### src/logic/mmuPkg.sv
// shared MMU definitions
// request operation codes, address and generation widths
// stored TLB entry layout, exception codes, miss redirect page
`default_nettype none

package mmuPkg;

	// request operations
	typedef enum logic [2:0]
	{
		opIdle   = 3'd0,
		opLoad   = 3'd1,
		opStore  = 3'd2,
		opLdtlb  = 3'd3,
		opInvtlb = 3'd4
	} tlbOp_e;

	localparam int vaddrWidth   = 48;
	localparam int pageBits     = 12;
	localparam int pageNumWidth = 36;
	localparam int genWidth     = 8;

	// associativity, fixed
	localparam int numWays = 4;

	// one stored translation, 80 bits
	typedef struct packed
	{
		logic [genWidth-1:0]     gen;
		logic [pageNumWidth-1:0] vpn;
		logic [pageNumWidth-1:0] ppn;
	} tlbEntry_t;

	localparam logic [15:0] excNone    = 16'h0000;
	localparam logic [15:0] excTlbMiss = 16'hA001;

	// page substituted when a translated access misses
	localparam logic [pageNumWidth-1:0] missRedirectPage = 36'h010;

	// top nibbles of the physical address window
	localparam logic [3:0] physWindowC = 4'hC;
	localparam logic [3:0] physWindowV = 4'hD;

	// forced into the top nibble of physical results
	localparam logic [3:0] physTopNibble = 4'hC;

endpackage

`default_nettype wire

### src/logic/mmuControlRegs.sv
// MMU control register block
// enable bit and the TLB generation counter
`timescale 1ns/100ps
`default_nettype none

module mmuControlRegs
(
	input  logic                          clock,
	input  logic                          reset,
	input  logic                          hold,
	input  logic                          cfgWrite,
	input  logic                          cfgEnable,
	input  logic                          invalidate,
	output logic                          mmuEnable,
	output logic [mmuPkg::genWidth-1:0]   curGen
);

	// enable level, loaded by the config strobe
	always_ff @(posedge clock)
	begin
		if (reset)
			mmuEnable <= 1'b0;
		else if (cfgWrite)
			mmuEnable <= cfgEnable;
	end

	// bumping the generation retires every stored entry at once
	always_ff @(posedge clock)
	begin
		if (reset)
			curGen <= '0;
		else if (invalidate && !hold)
			curGen <= curGen + 1'b1;
	end

endmodule

`default_nettype wire

### config.mk
export PLATFORM = sky130hd
export DESIGN_NAME = mmuControlRegs
export DESIGN_NICKNAME = d
export VERILOG_FILES = /design/src/logic/mmuPkg.sv /design/src/logic/mmuControlRegs.sv
export SDC_FILE = /design/constraint.sdc
export NUM_CORES = 1
export LEC_CHECK = 0
export BUFFER_PORTS_ARGS = -buffer_cell sky130_fd_sc_hd__buf_2
export CAP_MARGIN = 30
export CORE_MARGIN = 10
export CORE_UTILIZATION = 25
export DETAILED_ROUTE_END_ITERATION = 8
export SYNTH_ARGS = -nofsm -noshare
export SYNTH_HDL_FRONTEND = slang
export SYNTH_SLANG_ARGS = --single-unit
### constraint.sdc
create_clock -name clock -period 2.7 [get_ports clock]
set_input_delay 0.27 -clock clock [delete_from_list [all_inputs] [get_ports clock]]
set_output_delay 0.27 -clock clock [all_outputs]
set_load 0.05 [all_outputs]
# ---- After elaboration in Yosys (flattened, before gate mapping)
# Cells that the tools add are included.
# Widths: inputs -> output; s select.
dict set report op_classes {
  reduce_logical 2
  n_eq_ne 0
  div_mod_pow 0
  mul 0
  magnitude_cmp 0
  n_addsub 1
  n_shift 0
  bitwise_logic 0
  n_mux 0
}
# op n
set ops {}
lappend ops {{$add 8x1->8 const B} 1}
lappend ops {{$logic_and 1x1->1} 1}
lappend ops {{$logic_not 1->1} 1}
dict set report totals {
  reg_bits 9
  input_bits 6
  wordCells 5
  latch_bits 0
  romBits 0
  memories 0
  out_inout_bits 9
  mem_bits_rw 0
}

# ---- Logic depth before layout (Yosys ltp)
dict set report depth {
  word_depth 2
  mapped_depth 4
  depth_no_buf 4
}

# ---- Worst setup path before layout
# OpenSTA, ideal clock, no wires.
dict set report synth_timing {
  path_kind {register to register}
  from {reg curGen[0] in the netlist's numbering}
  to {reg curGen[4] in the netlist's numbering}
  setup_time_ps 70
  n_path_buf 0
  path_stages_with_launch 5
  synth_period_minus_slack_ps 1628
  t_arrival_ps 1557
  t_required_ps 2630
  path_slack_ps 1072
  path_cell_list {dfxtp_1 -> ha_1 -> nand3b_1 -> or3_1 -> a21oi_1}
}
dict set report synth_between {
  elab_chain_cells 1
}
# element line_no
set synth_rtl {}
lappend synth_rtl {{from (decl)} mmuControlRegs.sv:15} ;# output logic [mmuPkg::genWidth-1:0] curGen
lappend synth_rtl {{from (signal assigned)} mmuControlRegs.sv:33} ;# curGen <= curGen + 1'b1;
lappend synth_rtl {{$add 8x1->8} mmuControlRegs.sv:33}
# Every way passes these cells.
# A chain may end at the register's enable or synchronous reset.

# ---- Worst setup path after layout
# Same ends and word-level chain as after synthesis.

==> results.yml <==
synthesis:
  synth.distinct_cells: 19
  syn_inst: 42
  syn_area_sq_um: 395.4
  seq_area_frac_synth: 0.4557
  ys_warn_count: 0
  synth-seq-cells: 9
  avgSynthCellArea_sq_um: 9.414
  syn_nets: 49
detailed_routing:
  antenna_left: 0
  drtIter0Drc: 0
  drc: 0
  totalWireLength_um: 888
  routedWlPerCell_um: 11.84
  vias: 350
  viasPerCell: 4.667
  dr.pass1.iters: 1
placement:
  post-place-ws_ns: 1.381
  placed_area_sq_um: 481.7
  numPortBuffers: 14
  dp_hpwl_um: 702.1
  gp_congestion: 0.7277
pwr:
  p_leak_uw: 0.0002372
  power.internal_uw: 201.9
  powerDensity_nw_per_um2: 526.9
  switching_share: 0.2457
  power.share.sequential: 0.519
  clkPwrFrac: 0.379
  comb_power_share: 0.102
  peakVddDrop_uv: 187.4
  switchingPower_uw: 65.78
sta:
  post-route-period-util: 0.5009
  timing.hold.ws_ns: 0.2485
  maxSlewViolCount: 0
  max_freq_mhz: 739.4
  rsz0062_at_grt: "no"
  skew_ns: 0.008248
  hold_viol: 0
  fin_crit_ns: 1.352
  finalSetupTns_ns: 0
  setup_slack_ns: 1.348
  worstMarginPinSlew_ns: 0.2562
  relSlewSlack: 0.8304
  setup_viol: 0
die:
  die_area_sq_um: 3572
  rows: 14
  fp.dieW_um: 59.77
  initial_core_util: 0.2625
  core_area_sq_um: 1506
  io_pins: 15
  die_h_um: 59.77
cells_and_area:
  fill_cells: 173
  regArea_sq_um: 180.2
  fin_area_sq_um: 508.0
  drive_above_1_share: 0.3220
  area_growth_pct: 28.48
  diodes: 0
  multiInputGateArea_sq_um: 203.9
  fin_nets: 67
clock_network:
  cts_tree: "built"
  h-tree-depth: 1
  post_cts_buffers: 0
  clock_sinks: 9
  numCtsBuffers: 3
  clk_pin_slew_worst_paths_ns: 0.06
  cts-hold-fix-buffers: 0
  cts_root_buffer: "clkbuf_4"
  cts_resized: 0
  clk_latency_ns: 0.26
  cts_buffer_depth: 2
critical_path:
  cp_slowest_cell: "dfxtp_1"
  worst-setup-path-type: "reg -> reg"
  max_stage_delay_ns: 0.43
  start_kind: "flop"
  crit_chain: "ha_1, nand3b_1, or3_1, a21oi_1"
  arrival_ns: 1.54
  path_buf_inv: 0
  worstPathRequired_ns: 2.89
  crit_family: "simple AND/OR/NAND/NOR gates"
  crit_path_end_kind: "flop"
  cp_max_fo: 5
flow_run:
  drv_cap: 0
min_path:
  hold_class: "in -> reg"
global_routing:
  antenna_found_initial: 0
  grt_usage: 0.05325
  first_global_vias: 343
  grt_max_degree: 10
  overflow: 0
  grt_pass1_wl_mm: 1.393
status:
  status: "complete, no violations"
-- cell usage after synthesis --
| cell type | instances | share of area |
|---|---|---|
| dfxtp_1 | 9 | 0.46 |
| a21oi_1 | 5 | 0.063 |
| nor2_1 | 4 | 0.038 |
| o21ai_0 | 4 | 0.051 |
| or3_1 | 3 | 0.047 |
| inv_1 | 2 | 0.019 |
| mux2i_1 | 2 | 0.051 |
| xnor2_1 | 2 | 0.044 |
| clkbuf_1 | 1 | 0.0095 |
| ha_1 | 1 | 0.032 |
| nand2_1 | 1 | 0.0095 |
| nand3_1 | 1 | 0.013 |
| nand3b_1 | 1 | 0.019 |
| nand4_1 | 1 | 0.016 |
| nand4b_4 | 1 | 0.060 |
| nor2b_1 | 1 | 0.016 |
| o31ai_1 | 1 | 0.019 |
| or3_2 | 1 | 0.019 |
| or4_1 | 1 | 0.019 |
-- flip-flops by register name (all words and copies together) (netlist names) --
| name | cells |
|---|---|
| curGen | 8 |
| mmuEnable | 1 |
-- path summary, 6_finish.rpt --
| path | depth (start not counted) | slack (ns) | start | endpoint |
|---|---|---|---|---|
| max | 4 | 1.35 | curGen[0]$_SDFFE_PP0P_ | curGen[4]$_SDFFE_PP0P_ |
| max reg2reg | 4 | 1.35 | curGen[0]$_SDFFE_PP0P_ | curGen[4]$_SDFFE_PP0P_ |
| min reg2reg | 2 | 0.49 | curGen[7]$_SDFFE_PP0P_ | curGen[7]$_SDFFE_PP0P_ |
| min | 3 | 0.25 | cfgEnable | mmuEnable$_SDFFE_PP0P_ |
-- layout by cell type (no fill, tap or decap), drive strengths merged, types with 2 or more instances in the layout --
cell / instances
clkbuf: 4
o21ai: 4
mux2i: 2
or3: 4
buf: 14
inv: 2
nor2: 4
dfxtp: 9
a21oi: 5
xnor2: 2
-- worst register-to-register path, cell delays in order (launching register included) --
cell      delay (ns)
dfxtp_1         0.43
ha_1            0.18
nand3b_1        0.15
or3_1           0.38
a21oi_1         0.14
-- power by group through the flow --
stage / combinational [uW] / sequential, uW / clock, uW
floorplan: 8.89 / 152 / 0
global placement: 27.7 / 142 / 0
detailed placement: 27.8 / 142 / 0
CTS: 27.9 / 139 / 107
global route: 30.1 / 139 / 111
finish: 27.3 / 139 / 101
-- area by class of cell --
type,count,area share
multi-input combinational,30,0.4015
sequential,9,0.3547
timing repair buffer,14,0.1379
clock buffer,4,0.05172
tap,16,0.03941
inverter,2,0.01478
-- kinds of logic (layout without fill, tap and decap cells) --
| family | count (synthesis) | count (layout) | share of synthesized area |
|---|---|---|---|
| adders and majority gates | 1 | 1 | 0.03164 |
| buffers and inverters | 3 | 20 | 0.02848 |
| muxes | 2 | 2 | 0.05063 |
| and+or+nand+nor | 15 | 15 | 0.2563 |
| AOI/OAI and AO/OA | 10 | 10 | 0.1329 |
| DFF | 9 | 9 | 0.4557 |
| xor gates and xnor gates | 2 | 2 | 0.04431 |
-- per-layer routing --
metal	routed length [um]	up-vias	GRT usage
li1	-	185	-
met3	116	2	0.04661
met5	0	-	0
met4	28	0	0.04808
met1	333	151	0.03933
met2	411	12	0.08235
-- per-stage QoR --
step | std cells | util | power (uW)
after floorplan | 42 | - | 160.7
after global placement | 71 | 0.3198 | 169.5
after detailed placement | 71 | 0.3198 | 169.8
after CTS | 75 | 0.3372 | 273.9
after global routing | 75 | 0.3372 | 280.6
final | 75 | 0.3372 | 267.7
No activity file was read; power rests on OpenSTA's default activity.
