<file path="src/logic/mmuPkg.sv">
// shared MMU definitions
// request operation codes, address and generation widths
// stored TLB entry layout, exception codes, miss redirect page
`default_nettype none

package mmuPkg;

	// request operations
	typedef enum logic [2:0]
	{
		opIdle   = 3'd0,
		opLoad   = 3'd1,
		opStore  = 3'd2,
		opLdtlb  = 3'd3,
		opInvtlb = 3'd4
	} tlbOp_e;

	localparam int vaddrWidth   = 48;
	localparam int pageBits     = 12;
	localparam int pageNumWidth = 36;
	localparam int genWidth     = 8;

	// associativity, fixed
	localparam int numWays = 4;

	// one stored translation, 80 bits
	typedef struct packed
	{
		logic [genWidth-1:0]     gen;
		logic [pageNumWidth-1:0] vpn;
		logic [pageNumWidth-1:0] ppn;
	} tlbEntry_t;

	localparam logic [15:0] excNone    = 16'h0000;
	localparam logic [15:0] excTlbMiss = 16'hA001;

	// page substituted when a translated access misses
	localparam logic [pageNumWidth-1:0] missRedirectPage = 36'h010;

	// top nibbles of the physical address window
	localparam logic [3:0] physWindowC = 4'hC;
	localparam logic [3:0] physWindowV = 4'hD;

	// forced into the top nibble of physical results
	localparam logic [3:0] physTopNibble = 4'hC;

endpackage

`default_nettype wire

</file>
<file path="src/logic/tlbReplace.sv">
// TLB replacement
// new set contents for LDTLB insertion and hit promotion, plus write enable
`timescale 1ns/100ps
`default_nettype none

module tlbReplace
#(
	parameter int setBits = 6
)
(
	input  mmuPkg::tlbOp_e                    stageOp,
	input  logic [mmuPkg::vaddrWidth-1:0]     stageAddr,
	input  logic [mmuPkg::pageNumWidth-1:0]   stagePpn,
	input  logic [mmuPkg::genWidth-1:0]       curGen,
	input  mmuPkg::tlbEntry_t                 readWays [mmuPkg::numWays],
	input  logic [mmuPkg::numWays-1:0]        readValid,
	input  logic [mmuPkg::numWays-1:0]        hitWay,
	input  logic                              lookupUpdate,
	input  logic                              hold,
	output logic                              wayWrite,
	output mmuPkg::tlbEntry_t                 newWays [mmuPkg::numWays]
);
	import mmuPkg::*;

	localparam logic [pageNumWidth-1:0] lowGroupMask =
		{{(pageNumWidth-setBits){1'b0}}, {setBits{1'b1}}};

	logic [pageNumWidth-1:0] stageVpn;
	tlbEntry_t               fillEntry;
	tlbEntry_t               loadEntry;
	tlbEntry_t               hitEntry;
	tlbEntry_t               curWays [numWays];

	assign stageVpn = stageAddr[vaddrWidth-1:pageBits];

	// filler for never-loaded ways
	// it can only alias the page loaded with it, which always sits in a lower way
	assign fillEntry = '{gen: curGen, vpn: stageVpn ^ lowGroupMask, ppn: '0};
	assign loadEntry = '{gen: curGen, vpn: stageVpn, ppn: stagePpn};

	always_comb
	begin
		hitEntry = readWays[0];
		for (int w = 0; w < numWays; w++)
		begin
			curWays[w] = readValid[w] ? readWays[w] : fillEntry;
			if (hitWay[w])
				hitEntry = readWays[w];
		end
	end

	always_comb
	begin
		wayWrite = 1'b0;
		newWays  = curWays;
		if (!hold && stageOp == opLdtlb)
		begin
			// new entry on top, way 3 falls out
			wayWrite   = 1'b1;
			newWays[0] = loadEntry;
			for (int w = 1; w < numWays; w++)
				newWays[w] = curWays[w-1];
		end
		else if (!hold && lookupUpdate && !hitWay[0])
		begin
			// hit moves up, the ways it passes slide down one
			wayWrite   = 1'b1;
			newWays[0] = hitEntry;
			for (int w = 1; w < numWays; w++)
			begin
				if (|(hitWay >> w))
					newWays[w] = curWays[w-1];
			end
		end
	end

endmodule

`default_nettype wire

</file>
<file path="config.mk">
export PLATFORM = sky130hd
export DESIGN_NAME = tlbReplace
export DESIGN_NICKNAME = d
export VERILOG_FILES = /design/src/logic/mmuPkg.sv /design/src/logic/tlbReplace.sv
export SDC_FILE = /design/constraint.sdc
export NUM_CORES = 1
export LEC_CHECK = 0
export ABC_CLOCK_PERIOD_IN_PS = 7200
export BUFFER_PORTS_ARGS = -buffer_cell sky130_fd_sc_hd__buf_2
export CORE_AREA = 2 2 290 292
export DETAILED_ROUTE_END_ITERATION = 6
export DIE_AREA = 0 0 292 294
export PLACE_DENSITY = 0.3
export SYNTH_ARGS = -nofsm -noshare
export SYNTH_HDL_FRONTEND = slang
export SYNTH_SLANG_ARGS = --single-unit
</file>
<file path="constraint.sdc">
create_clock -name vclk -period 7.2
set_clock_uncertainty 0.05 [all_clocks]
set_input_delay 1.8 -clock vclk [all_inputs]
set_output_delay 1.8 -clock vclk [all_outputs]
set_load 0.02 [all_outputs]
</file>
## After elaboration in Yosys (flattened, before gate mapping)

Index checks and enable logic that the tools add are counted.

- Flip-flop bits (word level): 0
- Output and inout port bits: 321

- Eq/ne operators: 1
- Multiplexer cells: 14
- Bitwise logic cells: 1
- Reductions and logical operators: 7

Operator list:

| cell | number |
|---|---|
| 80-bit 2-to-1 mux | 10 |
| 320-bit 2-to-1 mux | 2 |
| 6-bit inverter | 1 |
| 3-bit by 2-bit == test with 1-bit output, second input constant | 1 |
| 1-bit logical AND | 3 |
| 3-bit OR reduction | 1 |
| 1-bit zero test | 2 |
| 1-bit 2-to-1 mux | 2 |
| 2-bit OR reduction | 1 |

## Logic depth before layout (Yosys ltp)

- Word-level depth: 5
- Depth in mapped cells: 9
- Depth with buffers taken out: 4

## Least setup slack after synthesis

Ideal clock, no wire load.

- Path type: input port to output port
- From: input port hold
- To: output port newWays[117] (netlist name)
- Arrival: 3.532 ns
- Slack: 1.818 ns
- Stages: 7
- Path through: buf_2 > or3b_1 > buf_2 > o211ai_4 > buf_2 > nor2_1 > a211oi_1

RTL lines:

| what | RTL line | source |
|---|---|---|
| from (decl) | tlbReplace.sv:19 | `input logic hold,` |
| to (decl) | tlbReplace.sv:21 | `output mmuPkg::tlbEntry_t newWays [mmuPkg::numWays]` |

==> impl_results.md <==
* Outcome: complete, no violations
* Io pins at 746
* Hold depth at 3
* Vias per inst at roughly 4.6
* Hold_sp: stageAddr[13]
* Critical Path AT at about 4.4 ns
* Hold_buf cts at 0
* Post-Syn Area at around 8500 sq um
* Average cell area after synthesis at 5.52 sq um
* Port bufs at around 730
* Global-route wire length before repair at between 100000 and 150000 um
* Post-Route WL at roughly 80000 um
* Relative max-transition margin at 0.359
* Remaining global-route overflow at 0
* Die H at 294 um
* Initial antenna violation count at 38
* Total Neg Setup Slack at 0 ns
* Routability congestion estimate at about 0.86
* CLK BUF at 0
* Hpwl dp at roughly 62000 um
* Hold EP: newWays[197]
* Final Critical Period at around 6.2 ns
* Pin count of the biggest net entering global routing at approximately 150
* Vias in the first global route at 14900
* DR WL/cell at roughly 25 um
* Global-route usage over all layers at 0.176
* Cells after Synth at 1533
* Vias at ~15000
* Nets at 2556
* Synthesis Warnings at 0
* Period utilization at 0.862
* Critical Path Fanout Max at 25
* DRC violations left at 0
* Max cap viols at 0
* Die area at roughly 86000 sq um
* Final Cell Area at around 13000 sq um
* Syn nets at just under 2000
* # Post-CTS Setup Buffers at 0
* Maximum clock rate at approximately 160 MHz
* Max IR drop VDD at 0.0298 mV
* RSZ-0062 raised after global routing: false
* DP Area at roughly 13000 sq um
* CP Data Required Time at approximately 5.4 ns
* Iteration-0 DRC Markers at 756
* PD cells at between 90 and 100 nW/um^2
* Antenna Nets Post-Route at 0
* Startpoint types: input pin
* Final setup violation count at 0
* Area growth from synthesis to layout at 56.9%
* Max Slew Vio Count at 0
* Worst Hold Slack at 3.91 ns
* Core Area at roughly 83000 sq um
* Fillers at slightly below 10000
* CP Class: input pin to output pin
* Initial Util at 0.102
* Worst hold path class: input pin to output pin
* Fin. Hold Viols at 0
* Leak pwr at between 6 and 7 nW
* Measured slew at the worst slew-check pin at about 0.96 ns
* Site row count at between 100 and 150
* Seq Cell Count at 0
* Share of cells above drive strength 1 at 0.402
* First-pass DRT Iterations at 5
* Count of cell types in the netlist at between 40 and 50
* Seq. cell area at 0 sq um
* Seq/Total Area, Yosys at 0
* Die X at around 290 um
* PostCTS Resize Cnt at 0
* Type of destination of the critical path: output pin
[logic make-up (layout without fill, tap and decap cells)]
logic type      Yosys count  in the layout  synth area share
compound gates          774            774             0.572
buf+inv                 337            933             0.161
mux                      40             40            0.0533
other cells               0              5                 0
simple gates            382            382             0.213
[power by group]
group	total (W)	internal, W	switching, W
Combinational	0.00121	0.000398	0.000807
Sequential	0	0	0
Clock	0.0000000000955	0.0000000000955	0
Total	0.00121	0.000398	0.000807
[Yosys cell counts, types with 2 or more instances]
master / number / share of area
nor2b_1: 41 / 0.030
nor2_1: 48 / 0.021
nand2_1: 120 / 0.053
nor3_1: 4 / 0.0024
buf_2: 33 / 0.020
nand3_1: 154 / 0.091
buf_1: 23 / 0.010
o21ai_1: 3 / 0.0018
buf_6: 4 / 0.0053
buf_4: 7 / 0.0062
a2bb2oi_1: 39 / 0.040
nand2b_1: 2 / 0.0015
a211oi_1: 4 / 0.0036
a221oi_1: 18 / 0.019
inv_1: 158 / 0.070
a21oi_1: 246 / 0.15
clkbuf_2: 2 / 0.0012
o22ai_1: 86 / 0.064
a22oi_1: 76 / 0.067
a221oi_2: 21 / 0.037
o211ai_4: 2 / 0.0050
a211o_1: 40 / 0.041
clkbuf_1: 110 / 0.049
o21ai_0: 227 / 0.13
mux2_2: 40 / 0.053
nand4bb_1: 2 / 0.0027
o221ai_1: 8 / 0.0083
[worst max-delay path by stage]
stage | startpoint | endpoint | slack, ns | cells past startpoint
2_1_floorplan | hold | newWays[117] | 1.82 | 7
3_3_place_gp | hold | newWays[265] | 0.85 | 7
3_5_place_dp | hold | newWays[265] | 0.84 | 7
4_1_cts | hold | newWays[265] | 0.83 | 7
5_1_grt | hold | newWays[265] | 0.80 | 7
6_report | hold | newWays[265] | 0.99 | 7
[layout make-up]
| type | instances | area, sq um | area share |
|---|---|---|---|
| multi-input combinational | 1196 | 7210 | 0.543 |
| timing repair buffer | 775 | 4100 | 0.309 |
| tap | 1080 | 1350 | 0.102 |
| inverter | 158 | 593 | 0.0447 |
| antenna | 5 | 12.5 | 0.000943 |
[through the flow]
step | worst slack (ns) | utilization | power (W) | instances
floorplan | 1.82 | - | 0.000648 | 1533
global placement | 0.852 | 0.160 | 0.00122 | 3209
detailed placement | 0.842 | 0.160 | 0.00122 | 3209
CTS | 0.831 | 0.160 | 0.00122 | 3209
global route | 0.803 | 0.160 | 0.00129 | 3212
finish | 0.992 | 0.160 | 0.00121 | 3214
[cells in the final DEF (no fill, tap or decap), drive strengths merged, types with 2 or more instances in the layout]
cell type | synthesis | layout
nand4bb | 2 | 2
and2 | 2 | 2
inv | 158 | 158
nand2b | 2 | 2
o22ai | 86 | 86
a221oi | 39 | 39
diode | 0 | 5
o221ai | 8 | 8
a21oi | 247 | 247
nand2 | 120 | 120
o211ai | 2 | 2
nor2 | 48 | 48
mux2 | 40 | 40
nor2b | 41 | 41
a22oi | 76 | 76
nor3 | 5 | 5
o21ai | 231 | 231
a211oi | 4 | 4
a2bb2oi | 39 | 39
a211o | 40 | 40
nand3 | 154 | 154
buf | 67 | 775
[per-layer routing]
layer	share of wire	GRT usage	routed length, um	vias up
li1	-	-	-	6837
met1	0.40	0.204	32300	7160
met2	0.51	0.328	41300	792
met3	0.078	0.0416	6400	122
met4	0.018	0.0304	1450	18
met5	0.0017	0	140	-
[worst max-delay path, cell delays in order]
cell	delay, ns
buf_2	0.41
or3b_1	0.48
and3_2	0.74
buf_4	0.36
a22oi_1	0.09
o21ai_0	0.20
buf_2	0.26
(Power assumes the default switching activity.)
