File: src/logic/mmuPkg.sv
// shared MMU definitions
// request operation codes, address and generation widths
// stored TLB entry layout, exception codes, miss redirect page
`default_nettype none

package mmuPkg;

	// request operations
	typedef enum logic [2:0]
	{
		opIdle   = 3'd0,
		opLoad   = 3'd1,
		opStore  = 3'd2,
		opLdtlb  = 3'd3,
		opInvtlb = 3'd4
	} tlbOp_e;

	localparam int vaddrWidth   = 48;
	localparam int pageBits     = 12;
	localparam int pageNumWidth = 36;
	localparam int genWidth     = 8;

	// associativity, fixed
	localparam int numWays = 4;

	// one stored translation, 80 bits
	typedef struct packed
	{
		logic [genWidth-1:0]     gen;
		logic [pageNumWidth-1:0] vpn;
		logic [pageNumWidth-1:0] ppn;
	} tlbEntry_t;

	localparam logic [15:0] excNone    = 16'h0000;
	localparam logic [15:0] excTlbMiss = 16'hA001;

	// page substituted when a translated access misses
	localparam logic [pageNumWidth-1:0] missRedirectPage = 36'h010;

	// top nibbles of the physical address window
	localparam logic [3:0] physWindowC = 4'hC;
	localparam logic [3:0] physWindowV = 4'hD;

	// forced into the top nibble of physical results
	localparam logic [3:0] physTopNibble = 4'hC;

endpackage

`default_nettype wire

File: src/logic/tlbLookup.sv
// TLB compare stage
// way match, physical address formation, window bypass, miss redirect
// output registers for the response
`timescale 1ns/100ps
`default_nettype none

module tlbLookup
#(
	parameter int setBits = 6
)
(
	input  logic                              clock,
	input  logic                              reset,
	input  logic                              hold,
	input  mmuPkg::tlbOp_e                    stageOp,
	input  logic [mmuPkg::vaddrWidth-1:0]     stageAddr,
	input  logic [15:0]                       stageSeq,
	input  mmuPkg::tlbEntry_t                 readWays [mmuPkg::numWays],
	input  logic [mmuPkg::numWays-1:0]        readValid,
	input  logic                              mmuEnable,
	input  logic [mmuPkg::genWidth-1:0]       curGen,
	output logic [mmuPkg::numWays-1:0]        hitWay,
	output logic                              lookupUpdate,
	output mmuPkg::tlbOp_e                    rspOp,
	output logic [mmuPkg::vaddrWidth-1:0]     rspAddr,
	output logic [15:0]                       rspSeq,
	output logic [15:0]                       rspExc
);
	import mmuPkg::*;

	logic [pageNumWidth-1:0] stagePage;
	logic [pageNumWidth-1:0] hitPpn;
	logic [numWays-1:0]      hitVec;
	logic [3:0]              topNibble;
	logic                    isPhys;
	logic                    translate;
	logic [vaddrWidth-1:0]   outAddr;
	logic [15:0]             outExc;

	assign stagePage = stageAddr[vaddrWidth-1:pageBits];
	assign topNibble = stageAddr[vaddrWidth-1 -: 4];
	assign isPhys    = (topNibble == physWindowC) || (topNibble == physWindowV);
	assign translate = mmuEnable && !isPhys && (stageOp == opLoad || stageOp == opStore);

	// the set index already fixes the low group, so only the high part is compared
	always_comb
	begin
		for (int w = 0; w < numWays; w++)
			hitVec[w] = readValid[w] && (readWays[w].gen == curGen) &&
				(readWays[w].vpn[pageNumWidth-1:setBits] ==
				stagePage[pageNumWidth-1:setBits]);
	end

	// lowest hitting way wins
	assign hitWay       = hitVec & (~hitVec + 1'b1);
	assign lookupUpdate = translate && (hitVec != '0);

	always_comb
	begin
		hitPpn = '0;
		for (int w = 0; w < numWays; w++)
		begin
			if (hitWay[w])
				hitPpn = readWays[w].ppn;
		end
	end

	always_comb
	begin
		outAddr = stageAddr;
		outExc  = excNone;
		if (translate)
		begin
			if (hitVec != '0)
			begin
				outAddr = {hitPpn, stageAddr[pageBits-1:0]};
				if (outAddr[vaddrWidth-1 -: 4] == 4'h0)
					outAddr[vaddrWidth-1 -: 4] = physTopNibble;
			end
			else
			begin
				// miss goes to the redirect page, offset kept
				outAddr = {missRedirectPage, stageAddr[pageBits-1:0]};
				outExc  = excTlbMiss;
			end
		end
		else if (isPhys)
			outAddr[vaddrWidth-1 -: 4] = physTopNibble;
	end

	always_ff @(posedge clock)
	begin
		if (reset)
		begin
			rspOp  <= opIdle;
			rspExc <= excNone;
		end
		else if (!hold)
		begin
			rspOp  <= stageOp;
			rspExc <= outExc;
		end
	end

	always_ff @(posedge clock)
	begin
		if (!hold)
		begin
			rspAddr <= outAddr;
			rspSeq  <= stageSeq;
		end
	end

endmodule

`default_nettype wire

File: config.mk
export PLATFORM = sky130hd
export DESIGN_NAME = tlbLookup
export DESIGN_NICKNAME = d
export VERILOG_FILES = /design/src/logic/mmuPkg.sv /design/src/logic/tlbLookup.sv
export SDC_FILE = /design/constraint.sdc
export NUM_CORES = 1
export LEC_CHECK = 0
export BUFFER_PORTS_ARGS = -buffer_cell sky130_fd_sc_hd__buf_2
export CAP_MARGIN = 20
export CORE_AREA = 10 10 184 186
export CTS_BUF_LIST = sky130_fd_sc_hd__clkbuf_8 sky130_fd_sc_hd__clkbuf_16
export DETAILED_ROUTE_END_ITERATION = 10
export DIE_AREA = 0 0 194 196
export HOLD_SLACK_MARGIN = 0.12
export PLACE_DENSITY_LB_ADDON = 0.05
export SLEW_MARGIN = 30
export SYNTH_ARGS = -nofsm -noshare
export SYNTH_HDL_FRONTEND = slang
export SYNTH_SLANG_ARGS = --single-unit
File: constraint.sdc
create_clock -name clock -period 3.6 [get_ports clock]
set_clock_uncertainty 0.1 [all_clocks]
set_input_delay 0.36 -clock clock [delete_from_list [all_inputs] [get_ports clock]]
set_output_delay 0.36 -clock clock [all_outputs]
set_load 0.02 [all_outputs]
# Word level (Yosys, flattened, before mapping)
# Index checks and enable logic that the tools add are counted.
# word_totals
reg_bits	83
in_bits	403
out_inout_bits	88
word_cells	46
# op_classes
addsub	1
eq_ne	12
mux	11
bitwise	2
n_reduce_logical	16
# op_table
op	count
$mux 36	4
$eq 30x30->1	4
$mux 48	1
$mux 44	1
$eq 8x8->1	4
$mux 16	2
$mux 4	3
$logic_and 1x1->1	11
$eq 4x4->1 const B	2
$add 4x1->4 const B	1
$and 4x4->4	1
$logic_not 4->1	1
$not 4->4	1
$reduce_bool 4->1	1
$eq 3x1->1 const B	1
$eq 3x2->1 const B	1
$logic_or 1x1->1	2
$logic_not 1->1	1

# Longest topological paths before layout
# depth
ltp_word	14
ltp_mapped	11
ltp_nobuf	9

# Worst setup path after synthesis
# OpenSTA, ideal clock, no wires.
# synth_timing
path_type	input-to-reg
startpoint	input stageAddr[24] (netlist name)
endpoint	register rspAddr[46] (netlist name), data pin
setup_time_ps	269
t_arrival_ps	2330
required_time_ps	3231
slack_ps	901
cell_stages	11
path_buffers	2
cell_sequence	clkbuf_1 xnor2_1 nand4_1 nor4_4 nand3_2 and4b_1 buf_4 nor3b_1 a31oi_1 o21ba_1 o31ai_1
# synth_between
elab_chain_len	13
elab_cells_between_ends	20
classes_between	1 x add/sub; 4 x eq/ne; 7 x mux; 2 x bitwise; 6 x reduce/logical
# synth_rtl
element	line_no	source
start, declared	tlbLookup.sv:16	input logic [mmuPkg::vaddrWidth-1:0] stageAddr,
$eq 30x30->1	tlbLookup.sv:50	(readWays[w].vpn[pageNumWidth-1:setBits] ==
$logic_and 1x1->1	tlbLookup.sv:49	hitVec[w] = readValid[w] && (readWays[w].gen == curGen) &&
$not 4->4	tlbLookup.sv:55	assign hitWay = hitVec & (~hitVec + 1'b1);
$add 4x1->4	tlbLookup.sv:55	
$and 4x4->4	tlbLookup.sv:55	
$mux 36 (4 in series)	tlbLookup.sv:63	if (hitWay[w])
$logic_not 4->1	tlbLookup.sv:77	if (outAddr[vaddrWidth-1 -: 4] == 4'h0)
$mux 4	tlbLookup.sv:77	
$mux 48 *	tlbLookup.sv:74	if (hitVec != '0)
$mux 4 *	tlbLookup.sv:72	if (translate)
net outAddr[46]	tlbLookup.sv:37	logic [vaddrWidth-1:0] outAddr;
end signal, assigned	tlbLookup.sv:109	rspAddr <= outAddr;
end, declared	tlbLookup.sv:25	output logic [mmuPkg::vaddrWidth-1:0] rspAddr,
# Mark *: on every way through the listed nets, which the timed path passes. The rest lies on a longest branch.
# A chain may end at the register's enable or synchronous reset.

# Worst setup path in the final report
# layout_timing
startpoint	input stageAddr[29] (netlist name)
endpoint	output lookupUpdate
# layout_between
elab_chain_len	4
elab_cells_between_ends	10
classes_between	4 x eq/ne; 6 x reduce/logical
# layout_rtl
element	line_no	source
$eq 30x30->1	tlbLookup.sv:50	
$logic_and 1x1->1	tlbLookup.sv:49	
$reduce_bool 4->1 *	tlbLookup.sv:56	assign lookupUpdate = translate && (hitVec != '0);
$logic_and 1x1->1 *	tlbLookup.sv:56	
end, declared	tlbLookup.sv:23	output logic lookupUpdate,
# Every way passes the cells marked *; elsewhere a longest branch is shown, timed or not.

==> summary.txt <==
Status
  • Status: complete, no violations

Logic synthesis
  • Largest family of logic cells by synthesized area: simple AND/OR/NAND/NOR gates
  • Synth Flop Type: edfxtp_1
  • Syn avg cell area: between 8 and 9 sq um
  • Unique masters post-synth: 37
  • Synth Register Bits: 68
  • Compound-Gate Fraction of Synth Area: between 8 and 9%
  • Sequential-to-total area share from yosys stat: between 30% and 40%
  • Post-synth ARST share: 0%
  • Mapped Cells: about 650
  • Number of warnings issued by yosys: 0
  • Mux cell area share after synthesis: less than 1%
  • Simple-gate share of the synthesized area: approximately a quarter
  • Post-synth EDFFs: 64
  • Post-Synth XOR/XNOR Area: 23.62%
  • Adder-Cell Fraction of Synth Area: 0%
  • Post-Syn Area: 5637 sq um

Power
  • Clock network power share: 35.8%
  • Switch share: between 30% and 40%
  • Logic pwr share: 28.5%
  • Sequential power share: a little over a third
  • Power density over the cells: a little over 300 nW/um^2
  • Int Power: 0.001841 W
  • Leakage: just under 4 nW
  • Max VDD drop: 0.2015 mV
  • P_sw: 0.0008420 W

Detailed routing
  • Vias: 6568
  • DRT Pass-1 Iters: 5
  • Antenna viol nets, final: 0
  • Average wire per standard cell: 24.82 um
  • Initial DRC Count: 226
  • DRT Wirelength: about 37000 um
  • Via density: between 4 and 5
  • Post-route DRC: 0

Placed design
  • IO Port Bufs: 453
  • Place WS: ~0.16 ns
  • Placed cells: 1449
  • Area after DPL: around 8200 sq um
  • Routability cong.: 0.7905
  • Post-DP HPWL: about 32000 um

Floorplanning
  • Die area: 38020 sq um
  • Core area: a little over 30000 sq um
  • Die width: between 150 and 200 um
  • FP Rows: 64
  • Die H: between 150 and 200 um
  • Initial Util: between 10% and 20%
  • IO Count: 491

Timing
  • Max transition margin: between 50% and 60%
  • Slew Limit Fails: 0
  • Final hold viol count: 0
  • Measured slew at the worst slew-check pin: 0.7272 ns
  • Setup-failing EPs final: 0
  • WHS: 0.1633 ns
  • Worst setup margin: roughly 0.46 ns
  • Post-route minimum period: roughly 3.1 ns
  • Max Freq: approximately 320 MHz
  • Unrepaired setup endpoints after global routing: false
  • Final period util: between 80 and 90%
  • Setup TNS: 0 ns

Global routing
  • Largest net degree at the start of global routing: 40
  • Vias in the first global route: 7119
  • Total global-route track usage: 18.55%
  • Grt ovf: 0
  • Global-route wire length before repair: just over 50000 um
  • Initial antenna violation count: 8

Hold path
  • Worst hold path class: in -> reg

Clocking
  • Quantity of hold-fixing buffers added after cts: 29
  • CTS-repair resized insts: 0
  • Root Buffer: clkbuf_16
  • Clk buf depth: 2
  • Number of CTS-inserted buffers: 9
  • CTS tree: done
  • Setup Buffers After CTS: 0
  • CTS HTree Levels: 3
  • CTS sink count: approximately 70
  • Clock Pin Slew Worst Setup and Hold Paths: ~0.060 ns
  • Clk Latency, worst-skew pair: 0.35 ns

Cells and area
  • Fin nets: ~1500
  • Non-filler cells in the finished layout: approximately 1500
  • Syn-to-layout area delta: 57.11%
  • Share of layout cells above drive strength 1: a little under half
  • Final instance area: approximately 9000 sq um

Worst setup path
  • Most frequent CP cell: buf_2
  • Slowest stage delay, CP: just over 0.5 ns
  • Critical path required time: around 3.1 ns
  • Critical Path Fanout Max: 16
  • Critical-path cell list: buf_2 -> xor2_1 -> nor4_1 -> nand4_1 -> nor4_4 -> buf_12 -> buf_4 -> nor3_1 -> nor2_1 -> buf_2
  • Crit Path Category: in -> out
  • Worst-path cell with the longest stage delay: nor4_1
  • Worst setup SP type: input port
  • Worst setup EP type: output pin
  • Worst EP arrival: 2.68 ns

Job
  • Max-Cap Viols: 0
[logic make-up (layout without fill, tap and decap cells)]
kind of cell | Yosys count | after routing
compound gates | 82 | 82
xor+xnor | 152 | 152
flops | 68 | 68
buf+inv | 91 | 526
mux | 4 | 4
simple gates | 253 | 253
other cells | 1 | 17
[layer usage]
metal | vias to the layer above | global-route usage, % | share of wire [%]
met5 | - | 0 | 0.070
met4 | 6 | 4.702 | 1.5
met3 | 31 | 7.468 | 9.4
met2 | 338 | 32.95 | 50
met1 | 3004 | 20.09 | 39
li1 | 3189 | - | -
[power by group through the flow]
stage	logic [W]	registers (W)	clock network, W
floorplan	0.000276	0.00107	0
global placement	0.000752	0.000977	0
detailed placement	0.000753	0.000977	0
CTS	0.000780	0.000960	0.000999
global route	0.000828	0.000966	0.00102
finish	0.000764	0.000959	0.000960
[metrics by stage]
stage,utilization (%),power (W)
2_1_floorplan,-,0.001349
3_3_place_gp,27.25,0.001729
3_5_place_dp,27.25,0.001730
4_1_cts,29.22,0.002739
5_1_grt,29.25,0.002818
6_report,29.26,0.002683
[state kept, by name (all words and copies together) (netlist names)]
signal / count
rspOp: 3
rspSeq: 16
rspAddr: 48
rspExc: 1
[cell usage in the layout, fill, tap and decap left out, types with 4 or more instances in the layout]
master / instances
inv_1: 5
buf_2: 453
diode_2: 4
nand2_1: 39
conb_1: 13
dfxtp_1: 4
nand4_1: 65
nor4_1: 11
buf_4: 19
and3_1: 5
dlygate4sd3_1: 29
mux2i_1: 4
clkbuf_16: 9
xor2_1: 34
a31oi_1: 33
xnor2_1: 118
edfxtp_1: 64
nand3_1: 70
o21ai_0: 35
nor2_1: 45
[Yosys cell counts (2+ instances only)]
cell type	n	area share (%)
o211a_1	2	0.36
nand3b_1	3	0.40
o21ai_0	35	3.1
dfxtp_1	4	1.4
nand2_1	39	2.6
a21oi_1	3	0.27
buf_2	13	1.2
nand3_1	71	6.3
nor4_4	3	1.1
o22ai_1	2	0.22
nor2_1	45	3.0
nor4_1	11	1.2
edfxtp_1	64	34
xor2_1	34	5.3
nand2b_1	2	0.22
nor3_1	3	0.27
o31ai_1	3	0.40
xnor2_1	118	18
buf_4	16	2.1
mux2i_1	4	0.71
clkbuf_1	53	3.5
nand4_1	65	7.2
inv_1	6	0.40
a31oi_1	33	3.7
o21ba_1	2	0.36
nor3b_1	2	0.27
and3_1	5	0.55
[worst max-delay path, delay by kind of cell]
| family | cells | cell delay, ns |
|---|---|---|
| simple gates | 5 | 1.33 |
| xor+xnor | 1 | 0.17 |
| buf+inv | 4 | 0.81 |
[path summary, 6_finish.rpt]
check	startpoint	endpoint	slack [ns]	cells past startpoint
min reg2reg	rspOp[1]$_SDFFE_PP0N_	rspOp[1]$_SDFFE_PP0N_	0.39	2
max reg2reg	rspExc[13]$_SDFFE_PP0N_	rspExc[13]$_SDFFE_PP0N_	2.87	2
min	stageOp[0]	rspOp[0]$_SDFFE_PP0N_	0.16	3
max	stageAddr[29]	lookupUpdate	0.46	10
[cell type report]
| type | instances | area [sq um] |
|---|---|---|
| Fill cell | 3357 | 21410 |
| Multi-Input combinational cell | 504 | 3274 |
| Timing Repair Buffer | 503 | 2740 |
| Sequential cell | 68 | 2002 |
| Tap cell | 396 | 495.5 |
| Clock buffer | 9 | 225.2 |
| Clock inverter | 7 | 82.58 |
| Inverter | 7 | 26.28 |
| Antenna cell | 4 | 10.01 |
(Power assumes the default switching activity.)
